## src/gpu_mem_consts.svh

```systemverilog
/*
 * global memory sizing and simulated core access delay
 */
`ifndef GPU_MEM_CONSTS_SVH
`define GPU_MEM_CONSTS_SVH

// byte address width seen by core and host
`define GM_ADDR_WIDTH 32

// one memory word
`define GM_DATA_WIDTH 32

// depth in words, power of two so the word index wraps
`define GM_MEM_WORDS 256

// cycles from request sampling to the array strobe, must be >= 1
`define GM_MEM_DELAY 4

`endif
```

## src/core_mem_pkg.sv

```systemverilog
/*
 * core side types of the global memory
 * operation enum, request bundle, controller states, array write bundle
 */
`include "gpu_mem_consts.svh"

package core_mem_pkg;

    // core operation, none means no request this cycle
    typedef enum logic [1:0] {
        op_none  = 2'd0,
        op_read  = 2'd1,
        op_write = 2'd2
    } mem_op_e;

    // single word request from the compute core
    typedef struct packed {
        mem_op_e                   op;
        logic [`GM_ADDR_WIDTH-1:0] addr;
        logic [`GM_DATA_WIDTH-1:0] wr_data;
    } core_req_t;

    // request controller FSM
    typedef enum logic [1:0] {
        st_idle    = 2'd0,
        st_wait_rd = 2'd1,
        st_wait_wr = 2'd2
    } ctrl_state_e;

    // one write into the word array, addr is a byte address
    typedef struct packed {
        logic                      en;
        logic [`GM_ADDR_WIDTH-1:0] addr;
        logic [`GM_DATA_WIDTH-1:0] data;
    } array_wr_t;

endpackage

```

## src/core_req_ctrl.sv

```systemverilog
/*
 * core request controller: accepts one read or write, waits the
 * simulated delay, strobes the word array and acks one cycle later
 */
`timescale 1ns/1ps
`include "gpu_mem_consts.svh"

module core_req_ctrl
    import core_mem_pkg::*;
(
    input  logic                      clk,
    input  logic                      rst,
    input  core_req_t                 core_req,
    output logic                      core_busy,
    output logic                      core_ack,
    output logic [`GM_DATA_WIDTH-1:0] core_rd_data,
    output array_wr_t                 core_wr,
    output logic                      core_rd_en,
    output logic [`GM_ADDR_WIDTH-1:0] core_rd_addr,
    input  logic [`GM_DATA_WIDTH-1:0] core_rd_q
);

    // counter wide enough for delay-1, at least one bit
    localparam int CNT_W = ($clog2(`GM_MEM_DELAY) > 0) ? $clog2(`GM_MEM_DELAY) : 1;
    localparam logic [CNT_W-1:0] DELAY_LOAD = CNT_W'(`GM_MEM_DELAY - 1);

    ctrl_state_e               state;
    logic [CNT_W-1:0]          cnt;

    // captured request payload
    logic [`GM_ADDR_WIDTH-1:0] addr_q;
    logic [`GM_DATA_WIDTH-1:0] data_q;

    // array strobes, high for one cycle after the delay expires
    logic                      rd_stb;
    logic                      wr_stb;

    // ack pending for the cycle after a strobe
    logic                      ack_q;
    logic                      ack_rd_q;

    logic                      take;

    // a request is sampled only when idle, op none is no request
    assign take = (state == st_idle) && (core_req.op != op_none);

    always_ff @(posedge clk or negedge rst) begin
        if (!rst) begin
            state    <= st_idle;
            cnt      <= '0;
            rd_stb   <= 1'b0;
            wr_stb   <= 1'b0;
            ack_q    <= 1'b0;
            ack_rd_q <= 1'b0;
        end else begin
            // strobes are single cycle pulses
            rd_stb   <= 1'b0;
            wr_stb   <= 1'b0;
            // ack follows either strobe by one cycle
            ack_q    <= rd_stb | wr_stb;
            ack_rd_q <= rd_stb;

            case (state)
                st_idle: begin
                    case (core_req.op)
                        op_write: begin
                            state <= st_wait_wr;
                            cnt   <= DELAY_LOAD;
                        end
                        op_read: begin
                            state <= st_wait_rd;
                            cnt   <= DELAY_LOAD;
                        end
                        default: begin
                            state <= st_idle;
                        end
                    endcase
                end

                st_wait_rd, st_wait_wr: begin
                    if (cnt == '0) begin
                        // delay done, hit the array and free the port
                        rd_stb <= (state == st_wait_rd);
                        wr_stb <= (state == st_wait_wr);
                        state  <= st_idle;
                    end else begin
                        cnt <= cnt - CNT_W'(1);
                    end
                end

                default: begin
                    state <= st_idle;
                end
            endcase
        end
    end

    // payload held from sampling until the strobe
    always_ff @(posedge clk) begin
        if (take) begin
            addr_q <= core_req.addr;
            data_q <= core_req.wr_data;
        end
    end

    // busy covers sampling edge up to the strobe edge
    assign core_busy    = (state != st_idle);
    assign core_ack     = ack_q;

    // read word shows only in the ack cycle of a read
    assign core_rd_data = ack_rd_q ? core_rd_q : '0;

    assign core_wr.en   = wr_stb;
    assign core_wr.addr = addr_q;
    assign core_wr.data = data_q;

    assign core_rd_en   = rd_stb;
    assign core_rd_addr = addr_q;

endmodule

```

## config.mk

```make
export PLATFORM = sky130hd
export DESIGN_NAME = core_req_ctrl
export DESIGN_NICKNAME = d
export VERILOG_FILES = /design/src/core_mem_pkg.sv /design/src/core_req_ctrl.sv
export VERILOG_INCLUDE_DIRS = /design/src /design/src/src
export SDC_FILE = /design/constraint.sdc
export NUM_CORES = 1
export LEC_CHECK = 0
export ABC_AREA = 1
export BUFFER_PORTS_ARGS = -buffer_cell sky130_fd_sc_hd__buf_4
export CAP_MARGIN = 10
export CORE_ASPECT_RATIO = 0.7
export CORE_MARGIN = 2
export CORE_UTILIZATION = 39
export DETAILED_ROUTE_END_ITERATION = 16
export PLACE_DENSITY_LB_ADDON = 0.2
export SLEW_MARGIN = 20
export SYNTH_ARGS = -nofsm -noshare
export SYNTH_HDL_FRONTEND = slang
export SYNTH_SLANG_ARGS = --single-unit
```

## constraint.sdc

```tcl
create_clock -name clk -period 5.6 [get_ports clk]
set_clock_uncertainty 0.15 [all_clocks]
set_input_delay 0.28 -clock clk [delete_from_list [all_inputs] [get_ports clk]]
set_output_delay 0.28 -clock clk [all_outputs]
set_load 0.05 [all_outputs]
```

After elaboration in Yosys (flattened, before gate mapping). Cells that the tools add are included.

Reductions and logical operators: 9. Equal/unequal tests: 7. Shifts and indexed selects: 0. $mul: 0. Div/mod/pow operators: 0. Add/subtract/negate cells: 1. Magnitude comparators: 0. Bitwise operators: 1. Mux-type cells: 11.

Operator list (count): two-way mux 32 bit (1); case mux 2 bit (2 select lines) (3); two-way mux 2 bit (3); != test 2 bit, second input constant (3); nonzero test 2 bit (3); equality test 2 x 1 -> 1 bit, second input constant (2); equality test 2 bit, second input constant (2); zero test 2 bit (2); two-way mux 1 bit (4); OR reduction 2 bit (2); AND reduction 3 bit (1); subtractor 2 x 1 -> 2 bit, second input constant (1); logical AND 1 bit (1); bitwise OR 1 bit (1).

Memories kept: 0. Output and inout bits: 132. Latch bits: 0. Input port bits: 100. Bits in read-only memories: 0. Logic and storage cells: 37. Bits in writable memories: 0. Register bits after elaboration: 72.

Depth between registers and ports, before layout.
Word-level depth: 4. Depth in mapped cells: 8. Gate-level depth less buffers: 8.

Least setup slack after synthesis. Ideal clock, no wire load.

Path type: register -> register. From: reg state[0]. To: reg addr_q[0], in the netlist core_rd_addr[0], enable pin. Arrival: 3.651 ns. Stages on the path, launching flop included: 5. Clock period less this slack: 4.288 ns. Buffers on the path: 0. Slack: 1.312 ns. Cells stage by stage: dfrtp_1 > inv_1 > ha_1 > inv_1 > nor2_1.

Cells in the longest elaborated chain, start to end: 2.

Ends and longest elaborated chain: start: declaration (line core_req_ctrl.sv:27) `ctrl_state_e state;`; start signal: assignment (line core_req_ctrl.sv:49) `state <= st_idle;`; start signal: assignment (line core_req_ctrl.sv:67) `state <= st_wait_wr;`; start signal: assignment (line core_req_ctrl.sv:71) `state <= st_wait_rd;`; zero test 2 bit (line core_req_ctrl.sv:45) `assign take = (state == st_idle) && (core_req.op != op_none);`; logical AND 1 bit (line core_req_ctrl.sv:45); via take (line core_req_ctrl.sv:42) `logic take;`; end signal: assignment (line core_req_ctrl.sv:101) `addr_q <= core_req.addr;`; end: declaration (line core_req_ctrl.sv:31) `` logic [`GM_ADDR_WIDTH-1:0] addr_q; ``.

The timed path passes the listed nets, and every way through them passes these cells. A chain may end at the register's enable or synchronous reset.

Worst setup path after layout.
From: reg state[0]. To: reg data_q[31], enable pin.

Cells in the longest elaborated chain, start to end: 2.

Ends and longest elaborated chain: zero test 2 bit (line core_req_ctrl.sv:45); logical AND 1 bit (line core_req_ctrl.sv:45); via take (line core_req_ctrl.sv:42); end signal: assignment (line core_req_ctrl.sv:102) `data_q <= core_req.wr_data;`; end: declaration (line core_req_ctrl.sv:32) `` logic [`GM_DATA_WIDTH-1:0] data_q; ``.

The timed path passes the listed nets, and every way through them passes these cells.

==> results.py <==
metrics = {
    "run_status": {
        "outcome": "finished, final reports clean",
    },
    "layout": {
        "area_growth_pct": 87.4,
        "final_common_cell": "buf_4",
        "antenna_cells": 0,
        "final_cell_mix": "buf_4, dlygate4sd3_1, edfxtp_1",
        "drive_gt1_share_pct": 51.3,
        "fillers": 485,
        "final_nets": 591,
    },
    "sta": {
        "period_needed_ps": 2430,
        "tightest_slew_ps": 898,
        "timing.hold.ws_ps": 142,
        "relSlewSlack_pct": 40.1,
        "setup_viol": 0,
        "finalCritPeriodShare_pct": 43.4,
        "finalHoldViolations": 0,
        "setup_ws_ps": 3170,
        "drv_slew": 0,
        "clock.fmax_ghz": 0.411,
        "final.setup.tns_ps": 0,
        "rsz0062_at_grt": "no",
    },
    "routing": {
        "avgRoutedWirePerCell_microns": 14.5,
        "drt_pass1_iterations": 4,
        "vias": 2421,
        "wl_microns": 8500,
        "ant_nets": 0,
        "drc_errors": 0,
        "met3_length_microns": 815,
        "first_iter_violations": 87,
        "met2_length_microns": 4390,
        "m1WireLength_microns": 3160,
        "highest_layer": "met4",
        "via_per_inst": 4.12,
    },
    "placement": {
        "dpl.hpwl_microns": 5770,
        "gp_congestion": 0.774,
        "place_ws_ps": 3170,
        "io_buffers": 231,
    },
    "die": {
        "start_util_pct": 39.7,
        "die_area_sq_um": 8030,
        "ios": 232,
        "die_h_microns": 75.6,
        "core_area_sq_um": 7190,
        "fp-row-count": 26,
        "dieWidth_microns": 106,
    },
    "clocking": {
        "cts_tree": "built",
        "clock_sinks": 72,
        "clk_latency_ps": 340,
        "cts_setup_buffers": 0,
        "cts_inserted_buffers": 9,
        "cts-htree-levels": 3,
        "cts_root_buf": "clkbuf_8",
        "clk_pin_slew_ps": 70,
        "cts_max_path_buffers": 2,
    },
    "setup_path": {
        "critPathTopFamily": "buffers and inverters",
        "cpPeakStageDelay_ps": 580,
        "critPathCaptureType": "flop",
        "r2r-end": "data_q[31]",
        "critPathLaunchType": "flop",
        "ff2ff_setup_slack_ps": 3170,
        "crit_chain": "inv_1 -> ha_1 -> inv_1 -> nor2_4 -> buf_4",
        "worstPathArrival_ps": 2260,
        "crit_buf_inv": 3,
        "crit_type": "flop to flop",
        "critPathRequiredTime_ps": 5430,
        "reg2regPathDepth": 5,
        "critPathMaxFanout": 45,
        "critPathSlowestCell": "buf_4",
        "crit_top_cell": "inv_1",
        "r2r_start": "state[0]",
    },
    "grt": {
        "grtUsageTotal_pct": 20.2,
        "antenna_found_initial": 0,
        "grt_pass1_wl_microns": 11800,
        "grt_pass1_vias": 2342,
        "grt_max_degree": 46,
        "grt_remaining_overflow": 0,
    },
    "yosys": {
        "yosys_warnings": 0,
        "avgSynthCellArea_sq_um": 13.5,
        "netlist_instances": 212,
        "synth-seq-area-share_pct": 74.4,
        "synth_nets": 319,
        "ys_ff_latch": 72,
        "syn_area_sq_um": 2850,
        "synth.distinct_cells": 12,
    },
    "power_and_ir_drop": {
        "ir_drop_mv": 0.323,
        "power-per-cell-area_nw_per_um2": 554,
        "finalPower_w": 0.00296,
        "leakagePower_nw": 2.75,
    },
    "worst_hold_path": {
        "hold_path_class": "primary input to async pin",
    },
    "flow_run": {
        "cap_violations": 0,
    },
}
-- worst max-delay path by stage --
stage	slack (ps)	startpoint	cells past startpoint	to
CTS	3140	state[0]	5	core_rd_addr[11]
finish	3170	state[0]	5	data_q[31]
floorplan	1310	state[0]	4	core_rd_addr[0]
global placement	3290	state[0]	5	data_q[15]
detailed placement	3170	state[0]	5	data_q[13]
global route	3000	state[0]	5	data_q[25]
-- where the power goes --
group	switching (W)	internal, W	total (W)	leakage [nW]
sequential	0.0000830	0.000832	0.000915	0.733
clock	0.000179	0.000292	0.000471	0.114
combinational	0.00116	0.000420	0.00158	1.90
-- logic make-up (layout without fill, tap and decap cells) --
kind of cell	Yosys count	after routing	share of synthesized area, %
flip-flops	72	72	74.4
AO/OA/AOI/OAI	2	2	0.351
AND/OR/NAND/NOR	53	53	7.50
adder cells (fa/ha/maj)	7	7	3.07
buffers and inverters	78	355	14.7
-- registers in the layout, indices dropped and copies added (netlist names) --
| name | flops |
|---|---|
| data_q | 32 |
| core_rd_addr | 32 |
| cnt | 2 |
| core_ack | 1 |
| ack_rd_q | 1 |
| core_rd_en | 1 |
| state | 2 |
| wr_stb | 1 |
-- cell usage after synthesis --
cell type	instances	area share, %
ha_1	7	3.1
buf_4	33	8.7
o21ai_0	2	0.35
buf_2	3	0.53
nand3_1	4	0.70
inv_1	42	5.5
edfxtp_1	64	67
nand2_2	3	0.66
nand2_1	42	5.5
dfrtp_1	8	7.0
or2_2	1	0.22
nor2_1	3	0.39
-- metrics by stage --
stage               utilization [%]  std cells  instance area, sq um
floorplan                         -        212                  2850
global placement               62.1        506                  4460
global route                   74.4        587                  5350
finish                         74.4        587                  5350
CTS                            74.4        587                  5350
detailed placement             62.1        506                  4460
-- repair_timing --
action,4_1_cts,5_1_grt
resized for setup,0,0
hold buffers,65,0
endpoints found under the hold margin,72,0
-- cell type report --
type	count	area, sq um	area share, %
inverter	42	158	2.95
clock buffer	9	124	2.32
timing repair buffer	297	2390	44.7
sequential	72	2120	39.7
clock inverter	7	110	2.06
tap	98	123	2.29
multi-input combinational	62	319	5.97
-- metal layers --
metal | global-route usage (%) | up-vias
li1 | - | 1181
met1 | 22.4 | 1105
met2 | 36.1 | 122
met3 | 8.38 | 13
met4 | 7.31 | 0
met5 | 0 | -
Power figures use the tool's default switching activity.
