$ cat config.mk
export PLATFORM = sky130hd
export DESIGN_NAME = host_load_port
export DESIGN_NICKNAME = d
export VERILOG_FILES = /design/src/host_mem_pkg.sv /design/src/core_mem_pkg.sv /design/src/host_load_port.sv
export VERILOG_INCLUDE_DIRS = /design/src /design/src/src
export SDC_FILE = /design/constraint.sdc
export NUM_CORES = 1
export LEC_CHECK = 0
export BUFFER_PORTS_ARGS = -buffer_cell sky130_fd_sc_hd__buf_2
export CAP_MARGIN = 20
export CORE_ASPECT_RATIO = 0.9
export CORE_MARGIN = 2
export CORE_UTILIZATION = 45
export CTS_CLUSTER_SIZE = 25
export DETAILED_ROUTE_END_ITERATION = 10
export GPL_ROUTABILITY_DRIVEN = 0
export PLACE_DENSITY = 0.95
export RECOVER_POWER = 25
export SYNTH_ARGS = -nofsm -noshare
export SYNTH_HDL_FRONTEND = slang
export SYNTH_SLANG_ARGS = --single-unit
$ cat constraint.sdc
create_clock -name clk -period 3.52 [get_ports clk]
set_input_delay 0.704 -clock clk [delete_from_list [all_inputs] [get_ports clk]]
set_output_delay 0.704 -clock clk [all_outputs]
set_load 0.005 [all_outputs]
$ cat src/gpu_mem_consts.svh
/*
 * global memory sizing and simulated core access delay
 */
`ifndef GPU_MEM_CONSTS_SVH
`define GPU_MEM_CONSTS_SVH

// byte address width seen by core and host
`define GM_ADDR_WIDTH 32

// one memory word
`define GM_DATA_WIDTH 32

// depth in words, power of two so the word index wraps
`define GM_MEM_WORDS 256

// cycles from request sampling to the array strobe, must be >= 1
`define GM_MEM_DELAY 4

`endif
$ cat src/host_mem_pkg.sv
/*
 * host side types of the global memory
 * loader command enum and host request bundle
 */
`include "gpu_mem_consts.svh"

package host_mem_pkg;

    // loader commands
    // set_ptr loads the byte pointer from value
    // load_word writes value at the pointer, then pointer += 4
    // read_word reads at the pointer, then pointer += 4
    typedef enum logic [1:0] {
        host_nop       = 2'd0,
        host_set_ptr   = 2'd1,
        host_load_word = 2'd2,
        host_read_word = 2'd3
    } host_cmd_e;

    // value is a byte address for set_ptr and the data word for load_word
    // unused by nop and read_word
    typedef struct packed {
        host_cmd_e                 cmd;
        logic [`GM_DATA_WIDTH-1:0] value;
    } host_req_t;

endpackage

$ cat src/core_mem_pkg.sv
/*
 * core side types of the global memory
 * operation enum, request bundle, controller states, array write bundle
 */
`include "gpu_mem_consts.svh"

package core_mem_pkg;

    // core operation, none means no request this cycle
    typedef enum logic [1:0] {
        op_none  = 2'd0,
        op_read  = 2'd1,
        op_write = 2'd2
    } mem_op_e;

    // single word request from the compute core
    typedef struct packed {
        mem_op_e                   op;
        logic [`GM_ADDR_WIDTH-1:0] addr;
        logic [`GM_DATA_WIDTH-1:0] wr_data;
    } core_req_t;

    // request controller FSM
    typedef enum logic [1:0] {
        st_idle    = 2'd0,
        st_wait_rd = 2'd1,
        st_wait_wr = 2'd2
    } ctrl_state_e;

    // one write into the word array, addr is a byte address
    typedef struct packed {
        logic                      en;
        logic [`GM_ADDR_WIDTH-1:0] addr;
        logic [`GM_DATA_WIDTH-1:0] data;
    } array_wr_t;

endpackage

$ cat src/host_load_port.sv
/*
 * host loader port with auto-incrementing byte pointer
 * set, load-word and read-word commands, no delay
 */
`timescale 1ns/1ps
`include "gpu_mem_consts.svh"

module host_load_port
    import core_mem_pkg::*;
    import host_mem_pkg::*;
(
    input  logic                      clk,
    input  logic                      rst,
    input  host_req_t                 host_req,
    output logic [`GM_DATA_WIDTH-1:0] host_rd_data,
    output logic                      host_rd_valid,
    output array_wr_t                 host_wr,
    output logic                      host_rd_en,
    output logic [`GM_ADDR_WIDTH-1:0] host_rd_addr,
    input  logic [`GM_DATA_WIDTH-1:0] host_rd_q
);

    // one word step in bytes
    localparam logic [`GM_ADDR_WIDTH-1:0] PTR_STEP = `GM_ADDR_WIDTH'(4);

    logic [`GM_ADDR_WIDTH-1:0] ptr;
    logic                      rd_valid_q;

    // pointer update
    // both data commands step to the next word
    always_ff @(posedge clk or negedge rst) begin
        if (!rst) begin
            ptr <= '0;
        end else begin
            case (host_req.cmd)
                host_set_ptr: begin
                    ptr <= `GM_ADDR_WIDTH'(host_req.value);
                end
                host_load_word, host_read_word: begin
                    ptr <= ptr + PTR_STEP;
                end
                default: begin
                    ptr <= ptr;
                end
            endcase
        end
    end

    // readback valid one cycle after the read strobe
    always_ff @(posedge clk or negedge rst) begin
        if (!rst) begin
            rd_valid_q <= 1'b0;
        end else begin
            rd_valid_q <= (host_req.cmd == host_read_word);
        end
    end

    // write lands in the array at the same edge as the command
    assign host_wr.en   = (host_req.cmd == host_load_word);
    assign host_wr.addr = ptr;
    assign host_wr.data = host_req.value;

    // read strobe at the current pointer
    assign host_rd_en   = (host_req.cmd == host_read_word);
    assign host_rd_addr = ptr;

    // Array output is held between reads, so it is masked to zero
    // outside the valid cycle.
    assign host_rd_valid = rd_valid_q;
    assign host_rd_data  = rd_valid_q ? host_rd_q : '0;

endmodule

### Word level (Yosys, flattened, before mapping)

Cells that the tools add are included.

* $add $sub $neg: 1
* eq/ne operators: 3
* multiplexer cells: 2
* reductions and logical operators: 2

Operators with widths (number)
* $pmux 32 s2: 1
* $add 32x3->32 const B: 1
* $mux 32: 1
* $eq 2x2->1 const B: 2
* $eq 2x1->1 const B: 1
* $reduce_bool 2->1: 1
* $reduce_or 2->1: 1

* flip-flop bits (word level): 33
* input bits: 68
* output and inout port bits: 131

### Logic depth before layout (Yosys ltp)

Gate-level depths: netlist of run 1.

* depth after elaboration: 3
* mapped depth: 6
* mapped depth without buffers: 5

### Worst setup path after synthesis of run 1

OpenSTA, ideal clock, no wires.

* kind: input to output
* start: in host_req[32] (netlist name)
* end: out host_rd_en
* data arrival time: 1.452 ns
* setup slack: 1.364 ns
* cell stages on the path: 3
* path through: clkbuf_1 > clkbuf_1 > and2_1

* word-level cells in the longest chain between the ends: 1

RTL lines
* start: declaration: RTL line host_load_port.sv:14 `input host_req_t host_req,`
* $eq 2x2->1: RTL line host_load_port.sv:64 `assign host_rd_en = (host_req.cmd == host_read_word);`
* end: declaration: RTL line host_load_port.sv:18 `output logic host_rd_en,`

Every way passes these cells.

### Worst setup path after layout of run 1

* start: in host_req[33] (netlist name)
* end: reg ptr[19], in the netlist host_rd_addr[19]

* word-level cells in the longest chain between the ends: 3

RTL lines
* $eq 2x2->1: RTL line host_load_port.sv:35 `case (host_req.cmd)`
* $reduce_or 2->1: RTL line host_load_port.sv:35
* $pmux 32 s2 / $reduce_bool 2->1 (equally long branches)
* end signal: assignment: RTL line host_load_port.sv:37 `` ptr <= `GM_ADDR_WIDTH'(host_req.value); ``
* end signal: assignment: RTL line host_load_port.sv:40 `ptr <= ptr + PTR_STEP;`
* end signal: assignment: RTL line host_load_port.sv:43 `ptr <= ptr;`
* end: declaration: RTL line host_load_port.sv:26 `` logic [`GM_ADDR_WIDTH-1:0] ptr; ``

Several ways; a longest one is shown, not always the timed one.
A chain may end at the register's enable or synchronous reset.

==> summary.txt, run 1 <==
run status: finished with violations
failing checks: capacitance limit, slew limit
Post-DP HPWL: 6.596 mm
worst setup margin: 771.8 ps
Post-Syn Instances: 337
# nets final: 530
slowest stage cell, crit path: clkbuf_1
WL/cell: 15.84 µm
Worst Path Required: 3720 ps
Period minus WS final: 2748 ps
largest net degree at the start of global routing: 40
critical path endpoint category: register
clock latency on the worst-skew pair: 290 ps
Placed Area: 3363 µm²
Clk Tree Root Cell: clkbuf_8
ys flop type: dfrtp_1
fmax: 0.3639 GHz
Post-CTS Setup Bufs: 0
RR Endpoint: host_rd_addr[29]$_DFFE_PN0P_
Worst Hold Class: reg -> reg
final hold violations: 0
P_leak: 1.649 nW
Synthesis Warnings: 0
Mapped Area: 2821 µm²
Clock Path Buffers: 2
initial antenna violation count: 0
drt first pass iters: 4
hold path endpoint: host_rd_addr[1]$_DFFE_PN0P_
Placeable Area: 6081 µm²
GRT Residual Overflow: 0
Die ar.: 6920 µm²
commonest non-fill, non-tap cell in the layout: buf_2
# clock sinks: 33
Syn Nets: 406
via count: 2944
synthesized area per cell: 8.372 µm²
initial core utilization: 46.40%
maximum net fanout on the critical path: 33
antenna-violating nets left: 0
WS Path Type: in -> reg
final WL: 8.458 mm
Reg area: 825.8 µm²
Max Cap Violations: 1
post-route cell area: 3452 µm²
Register-to-Register Path Depth: 4
Clk pin slew, worst setup/hold paths: 70 ps
FP Rows: 27
setup TNS: 0 ps
DIE WIDTH: 87.47 µm
period utilisation layout: 78.07%
pre-CTS setup slack: 1203 ps
Layout fillers: 580
cts repair resizes: 0
vias per cell: 5.513
fin. max-slew vios: 34
PD cells: 365.3 nW/µm²
vias in the first global route: 2565
Die Span Y: 79.12 µm
P&R area growth vs syn: 22.35%
I/O pins: 199
final setup fails: 0
DRC: 0
TritonCTS clock tree: built
Relative slew margins: -26.14%
Seq/Total Area, Yosys: 29.27%
post-synth cell types: 33
FFs w/ async S/R, synth: 100.0%
Post-CTS Hold Buffers: 0
Power Total: 0.001261 W
CTS H-Tree Depth: 2
WP data arrival: 2950 ps
# port buffers: 198
hold path cells: 1
number of synthesized flops with an enable pin: 0
flop-to-flop setup slack: 1160 ps
launch point of the worst path: host_req[33]
area occupied by multi-input gates: 1434 µm²
Worst Max-Slew Pin Slew: 1892 ps
most frequent CP cell: clkbuf_1
CTS Buf Count: 5
worst-path cell chain: clkbuf_1, clkbuf_1, a211oi_1, a31oi_1
share of cells above drive strength 1: 44.37%
GRT Resource Usage Total: 23.32%
most frequent cells in the layout: buf_2, and2_1, dfrtp_1
Synth Register Bits: 33
first-pass GRT wire length: 12.67 mm
Max IR drop VDD: 0.2232 mV
R2R Path Start: host_rd_addr[4]$_DFFE_PN0P_
Min-Delay Startpoint: host_rd_addr[1]$_DFFE_PN0P_
CP max stage delay: 1020 ps
First DRT Iteration DRCs: 235
RSZ-0062 raised after global routing: false
ant diodes: 0
clk_skew: 3.345 ps
Critical Path Source Type: input pin
-- per-stage QoR --
stage          instances  hold slack (ps)  utilization [%]
3_5_place_dp         526            519.0            55.31
5_1_grt              534            561.2            56.77
2_1_floorplan        337            408.4                -
6_report             534            538.6            56.77
3_3_place_gp         526            525.6            55.31
4_1_cts              534            511.9            56.98
-- area by class of cell --
cell class                      count  area share (%)
Multi-Input combinational cell    219           41.54
Timing Repair Buffer              200           28.78
Sequential cell                    33           23.92
Clock buffer                        7           2.791
Tap cell                           72           2.610
Inverter                            2          0.2175
Clock inverter                      1          0.1450
-- how the worst max path moves through the flow --
stage / end / cells past startpoint
2_1_floorplan: host_rd_en / 3
3_3_place_gp: host_rd_addr[30]$_DFFE_PN0P_ / 4
3_5_place_dp: host_rd_addr[29]$_DFFE_PN0P_ / 4
5_1_grt: host_rd_addr[21]$_DFFE_PN0P_ / 4
4_1_cts: host_rd_addr[29]$_DFFE_PN0P_ / 4
6_report: host_rd_addr[19]$_DFFE_PN0P_ / 4
-- worst max-delay path, delay by kind of cell --
| kind | cells | cell delay, ps |
|---|---|---|
| buffers and inverters | 2 | 1920 |
| AO/OA/AOI/OAI | 2 | 300 |
-- report_power, final --
part | switching (W) | total, W | internal, W | leakage [nW]
Combinational | 0.000196 | 0.000406 | 0.000210 | 1.22
Sequential | 0.000103 | 0.000534 | 0.000431 | 0.376
Clock | 0.000144 | 0.000321 | 0.000177 | 0.0542
-- kinds of logic after synthesis --
group | share of synthesized area [%]
AND/OR/NAND/NOR | 27.36
AO/OA/AOI/OAI | 17.43
adder cells (fa/ha/maj) | 0.4434
buffers and inverters | 19.91
flip-flops | 29.27
multiplexers | 1.863
XOR/XNOR | 3.725
-- state kept, by name, summed over array words and instances, names as in the netlist --
register,count
host_rd_valid,1
host_rd_addr,32
-- synth_stat cells (11+ instances only) --
| library cell | instances | area, µm² |
|---|---|---|
| nand3_1 | 11 | 55.05 |
| dfrtp_1 | 33 | 825.8 |
| or4_1 | 13 | 97.59 |
| a211oi_1 | 26 | 195.2 |
| buf_4 | 64 | 480.5 |
| a21oi_1 | 11 | 55.05 |
| a31oi_1 | 15 | 93.84 |
| and2_1 | 35 | 219.0 |
| nand2_1 | 17 | 63.81 |
| nor2b_1 | 27 | 168.9 |
| clkbuf_1 | 17 | 63.81 |
| o31ai_1 | 12 | 90.09 |
-- per-layer routing --
metal	routed length, µm	track usage (%)
met1	3006	25.71
met2	4680	45.30
met3	671	3.846
met4	100	6.154
met5	0	0
No activity file was read; power rests on OpenSTA's default activity.
==> inputs of run 2 (changes only) <==
--- a/config.mk
+++ b/config.mk
@@ -10,11 +10,11 @@
 export CAP_MARGIN = 20
 export CORE_ASPECT_RATIO = 0.9
 export CORE_MARGIN = 2
-export CORE_UTILIZATION = 45
+export CORE_UTILIZATION = 42
 export CTS_CLUSTER_SIZE = 25
 export DETAILED_ROUTE_END_ITERATION = 10
 export GPL_ROUTABILITY_DRIVEN = 0
-export PLACE_DENSITY = 0.95
+export PLACE_DENSITY = 0.91
 export RECOVER_POWER = 25
 export SYNTH_ARGS = -nofsm -noshare
 export SYNTH_HDL_FRONTEND = slang
==> constraint.sdc (replaced) <==
create_clock -name clk -period 2.65 [get_ports clk]
set_input_delay 0.53 -clock clk [delete_from_list [all_inputs] [get_ports clk]]
set_output_delay 0.53 -clock clk [all_outputs]
set_load 0.005 [all_outputs]
==> run 2 against run 1 <==
- the run still ends with capacitance limit, slew limit left
- largest cell class unchanged
- combinational power increased by 35%
- first-iteration DRC count decreased by 60%
- critical endpoint is now host_rd_addr[30]$_DFFE_PN0P_
- global-route usage decreased by 2.7 points
- total power increased by 31%
- critical path depth unchanged
- largest power group unchanged
- clock skew increased by 8.7 ps
- via count decreased by 1.0%
==> summary.txt, run 2 (synthesis gave the netlist of run 1 again) <==
DIE WIDTH: 90.40 µm
FP Rows: 28
Critical Path Source Type: register
period utilisation layout: 86.50%
Die Span Y: 81.76 µm
Placeable Area: 6551 µm²
Post-CTS Hold Buffers: 0
most frequent cells in the layout: buf_2, and2_1, dfrtp_1
# port buffers: 198
drt first pass iters: 4
clock latency on the worst-skew pair: 280 ps
share of cells above drive strength 1: 43.84%
commonest non-fill, non-tap cell in the layout: buf_2
Clk Tree Root Cell: clkbuf_8
I/O pins: 199
RSZ-0062 raised after global routing: false
via count: 2914
setup TNS: 0 ps
P&R area growth vs syn: 23.15%
run status: finished with violations
CTS Buf Count: 5
Relative slew margins: -18.91%
final WL: 8.195 mm
WP data arrival: 2500 ps
P_leak: 1.643 nW
First DRT Iteration DRCs: 93
initial core utilization: 43.07%
Die ar.: 7390 µm²
failing checks: capacitance limit, slew limit
CP max stage delay: 780 ps
Power Total: 0.001648 W
initial antenna violation count: 0
largest net degree at the start of global routing: 34
Worst Path Required: 2860 ps
antenna-violating nets left: 0
TritonCTS clock tree: built
fin. max-slew vios: 34
ant diodes: 0
maximum net fanout on the critical path: 16
most frequent CP cell: or4_1
final setup fails: 0
Clk pin slew, worst setup/hold paths: 80 ps
vias per cell: 5.269
Worst Hold Class: in -> reg
DRC: 0
max reg flops: 32
worst-path cell chain: nand4_2, or4_1, or4_1, a31oi_1
# clock sinks: 33
CTS H-Tree Depth: 2
GRT Residual Overflow: 0
fmax: 0.4362 GHz
cts repair resizes: 0
first-pass GRT wire length: 12.37 mm
# nets final: 532
flop-to-flop setup slack: 360 ps
critical path endpoint category: register
Period minus WS final: 2292 ps
non-filler instance count after layout: 553
slowest stage cell, crit path: or4_1
WL/cell: 14.82 µm
Cells after DPL: 546
final hold violations: 0
WS Path Type: reg -> reg
Layout fillers: 621
PD cells: 474.2 nW/µm²
Max IR drop VDD: 0.2032 mV
Post-CTS Setup Bufs: 0
GRT Resource Usage Total: 20.58%
Post-DP HPWL: 6.331 mm
vias in the first global route: 2498
clk_skew: 12.05 ps
Worst Max-Slew Pin Slew: 1784 ps
Max Cap Violations: 1
Clock Path Buffers: 2
run 2: cell count changes in the layout (fill, tap and decap cells not counted):
cell	before	now
clkinv_2	1	0
buf_4	1	4
clkbuf_1	8	11
buf_2	191	188
clkbuf_8	7	6
run 2: final timing paths:
path | start | endpoint | depth (start not counted)
worst max-delay path | host_rd_addr[4]$_DFFE_PN0P_ | host_rd_addr[30]$_DFFE_PN0P_ | 4
worst min-delay path | host_req[0] | host_rd_addr[0]$_DFFE_PN0P_ | 2
worst max register to register | host_rd_addr[4]$_DFFE_PN0P_ | host_rd_addr[30]$_DFFE_PN0P_ | 4
worst min register to register | host_rd_addr[0]$_DFFE_PN0P_ | host_rd_addr[0]$_DFFE_PN0P_ | 1
max in group asynchronous | rst | host_rd_valid$_DFF_PN0_ | 1
min in group asynchronous | rst | host_rd_addr[29]$_DFFE_PN0P_ | 1
run 2: final cells by class:
cell class              count  area (µm²)  area share, %
well taps                  90       112.6          3.241
multi-input cells         219        1434          41.27
clock buffers               7       86.33          2.485
flip-flops and latches     33       825.8          23.77
repair buffers            202        1008          29.02
inverters                   2       7.507         0.2161
run 2: through the flow:
step	hold WS (ps)	area, µm²	setup WS [ps]	utilization (%)
after floorplan	234.4	2821	659.6	-
after global placement	508.8	3401	453.1	51.91
after detailed placement	529.3	3401	363.6	51.91
after CTS	336.0	3487	350.7	53.23
after global routing	506.7	3475	222.4	53.04
final	496.4	3475	357.7	53.04
run 2: routing by layer:
| layer | wire, µm | global-route usage [%] | up-vias |
|---|---|---|---|
| li1 | - | - | 1398 |
| met1 | 3466 | 25.40 | 1375 |
| met2 | 4149 | 38.80 | 131 |
| met3 | 522 | 3.211 | 10 |
| met4 | 57 | 4.000 | 0 |
| met5 | 0 | 0 | - |
run 2: critical path: cells and delay by family (launching register included):
| family | cells | cell delay [ps] |
|---|---|---|
| AND/OR/NAND/NOR | 3 | 1560 |
| flip-flops | 1 | 480 |
| AO/OA/AOI/OAI | 1 | 180 |
run 2: power by group:
group | leakage (nW) | switching, W | total, W | internal (W)
registers | 0.376 | 0.000135 | 0.000708 | 0.000573
clock network | 0.0443 | 0.000185 | 0.000391 | 0.000206
logic | 1.22 | 0.000266 | 0.000548 | 0.000282
==> inputs of run 3 (changes only) <==
--- a/config.mk
+++ b/config.mk
@@ -9,7 +9,6 @@
 export BUFFER_PORTS_ARGS = -buffer_cell sky130_fd_sc_hd__buf_2
 export CAP_MARGIN = 20
 export CORE_ASPECT_RATIO = 0.9
-export CORE_MARGIN = 2
 export CORE_UTILIZATION = 42
 export CTS_CLUSTER_SIZE = 25
 export DETAILED_ROUTE_END_ITERATION = 10
==> run 3 against run 2 <==
- the run still ends with capacitance limit, slew limit left
- register-to-register slack worse by 40 ps
- worst hold slack worse by 4.0 ps
- sequential cell count stayed put
- clock-buffer cell count is 1 lower
- first-iteration DRC count is 49% higher
- utilization is 2.2 points higher
- setup slack worse by 44 ps
- die area is 4.6% lower
- final area hardly changed
- critical path depth stayed put
- total power is 1.3% lower
- maximum frequency is 1.9% lower
- critical endpoint is now host_rd_addr[29]$_DFFE_PN0P_
==> summary.txt, run 3 (synthesis gave the netlist of run 1 again) <==
run status: finished with violations
failing checks: capacitance limit, slew limit
RR Endpoint: host_rd_addr[29]$_DFFE_PN0P_
Max IR drop VDD: 0.3050 mV
Die ar.: 7050 µm²
Clk Tree Root Cell: clkbuf_8
most frequent cells in the layout: buf_2, and2_1, dfrtp_1
R2R Path Start: host_rd_addr[4]$_DFFE_PN0P_
CTS Buf Count: 5
FP Rows: 27
hold path endpoint: host_rd_addr[1]$_DFFE_PN0P_
DIE WIDTH: 88.40 µm
final WL: 8.041 mm
post-route cell area: 3472 µm²
clock latency on the worst-skew pair: 280 ps
switching portion of total power: 36.22%
final setup fails: 0
Worst Max-Slew Pin Slew: 1838 ps
Register-to-Register Path Depth: 4
CTS H-Tree Depth: 2
Post-DP HPWL: 6.276 mm
Power Total: 0.001626 W
Min-Delay Startpoint: host_req[1]
initial core utilization: 44.90%
Clock Path Buffers: 2
final hold violations: 0
Period minus WS final: 2337 ps
WS Path Type: reg -> reg
vias per cell: 5.310
Relative slew margins: -22.54%
WP data arrival: 2540 ps
PD cells: 468.2 nW/µm²
WL/cell: 14.59 µm
Critical Path Source Type: register
ant diodes: 0
clk_skew: 1.796 ps
TritonCTS clock tree: built
# nets final: 532
Post-CTS Setup Bufs: 0
initial antenna violation count: 0
share of cells above drive strength 1: 44.83%
Worst Hold Class: in -> reg
max reg flops: 32
# port buffers: 198
cts repair resizes: 0
First DRT Iteration DRCs: 139
Placeable Area: 6284 µm²
vias in the first global route: 2598
Comb power frac: 33.5%
Sw Pwr: 0.0005889 W
GRT Resource Usage Total: 22.49%
I/O pins: 199
clock power share: 22.9%
first-pass GRT wire length: 12.12 mm
P&R area growth vs syn: 23.06%
RSZ-0062 raised after global routing: false
critical path endpoint category: register
launch point of the worst path: host_rd_addr[4]$_DFFE_PN0P_
largest net degree at the start of global routing: 36
hold path cells: 2
setup TNS: 0 ps
Worst Path Required: 2860 ps
fin. max-slew vios: 34
Reg power frac: 43.6%
drt first pass iters: 4
via count: 2926
final core occ: 55.26%
Die Span Y: 79.76 µm
GRT Residual Overflow: 0
pre-CTS setup slack: 344.6 ps
DRC: 0
period utilisation layout: 88.18%
Placed Area: 3397 µm²
Max Cap Violations: 1
P_int: 0.001037 W
P_leak: 1.655 nW
antenna-violating nets left: 0
maximum net fanout on the critical path: 16
worst setup margin: 313.4 ps
commonest non-fill, non-tap cell in the layout: buf_2
flop-to-flop setup slack: 310 ps
Post-CTS Hold Buffers: 0
Clk pin slew, worst setup/hold paths: 70 ps
fmax: 0.4280 GHz
# clock sinks: 33
[run 3: power by group through the flow]
| stage | Clock [W] | Sequential [W] | Combinational (W) |
|---|---|---|---|
| final | 0.000373 | 0.000709 | 0.000544 |
| after global routing | 0.000402 | 0.000723 | 0.000608 |
| after CTS | 0.000380 | 0.000705 | 0.000552 |
| after detailed placement | 0 | 0.000716 | 0.000549 |
| after global placement | 0 | 0.000702 | 0.000541 |
| after floorplan | 0 | 0.000691 | 0.000383 |
[run 3: worst max-delay path by stage]
stage,to,slack [ps]
detailed placement,host_rd_addr[29]$_DFFE_PN0P_,340
floorplan,host_rd_addr[27]$_DFFE_PN0P_,660
CTS,host_rd_addr[29]$_DFFE_PN0P_,340
global route,host_rd_addr[29]$_DFFE_PN0P_,210
global placement,host_rd_addr[27]$_DFFE_PN0P_,470
finish,host_rd_addr[29]$_DFFE_PN0P_,310
[run 3: cell type report]
| type | count | area (µm²) |
|---|---|---|
| sequential | 33 | 825.8 |
| multi-input combinational | 219 | 1434 |
| fill | 609 | 2811 |
| timing repair buffer | 202 | 1013 |
| clock buffer | 6 | 72.57 |
| inverter | 2 | 7.507 |
| clock inverter | 2 | 10.01 |
| tap | 87 | 108.9 |
[run 3: metrics by stage]
stage,hold slack [ps],instances
detailed placement,511.7,543
global route,489.4,551
CTS,334.0,551
floorplan,234.4,337
finish,492.3,551
global placement,510.3,543
[run 3: layer usage]
metal | part of all wire [%] | wire length, µm | vias up | global-route usage (%)
met2 | 53 | 4254 | 151 | 43.85
met1 | 38 | 3087 | 1361 | 23.69
met3 | 7.3 | 583 | 10 | 3.930
met5 | 0 | 0 | - | 0
met4 | 1.4 | 116 | 0 | 8.065
li1 | - | - | 1404 | -
[run 3: worst max-delay path, stage by stage (launching register included)]
cell and delay [ps]:
dfrtp_1 520, nand4_2 190, or4_1 780, or4_1 590, a31oi_1 180
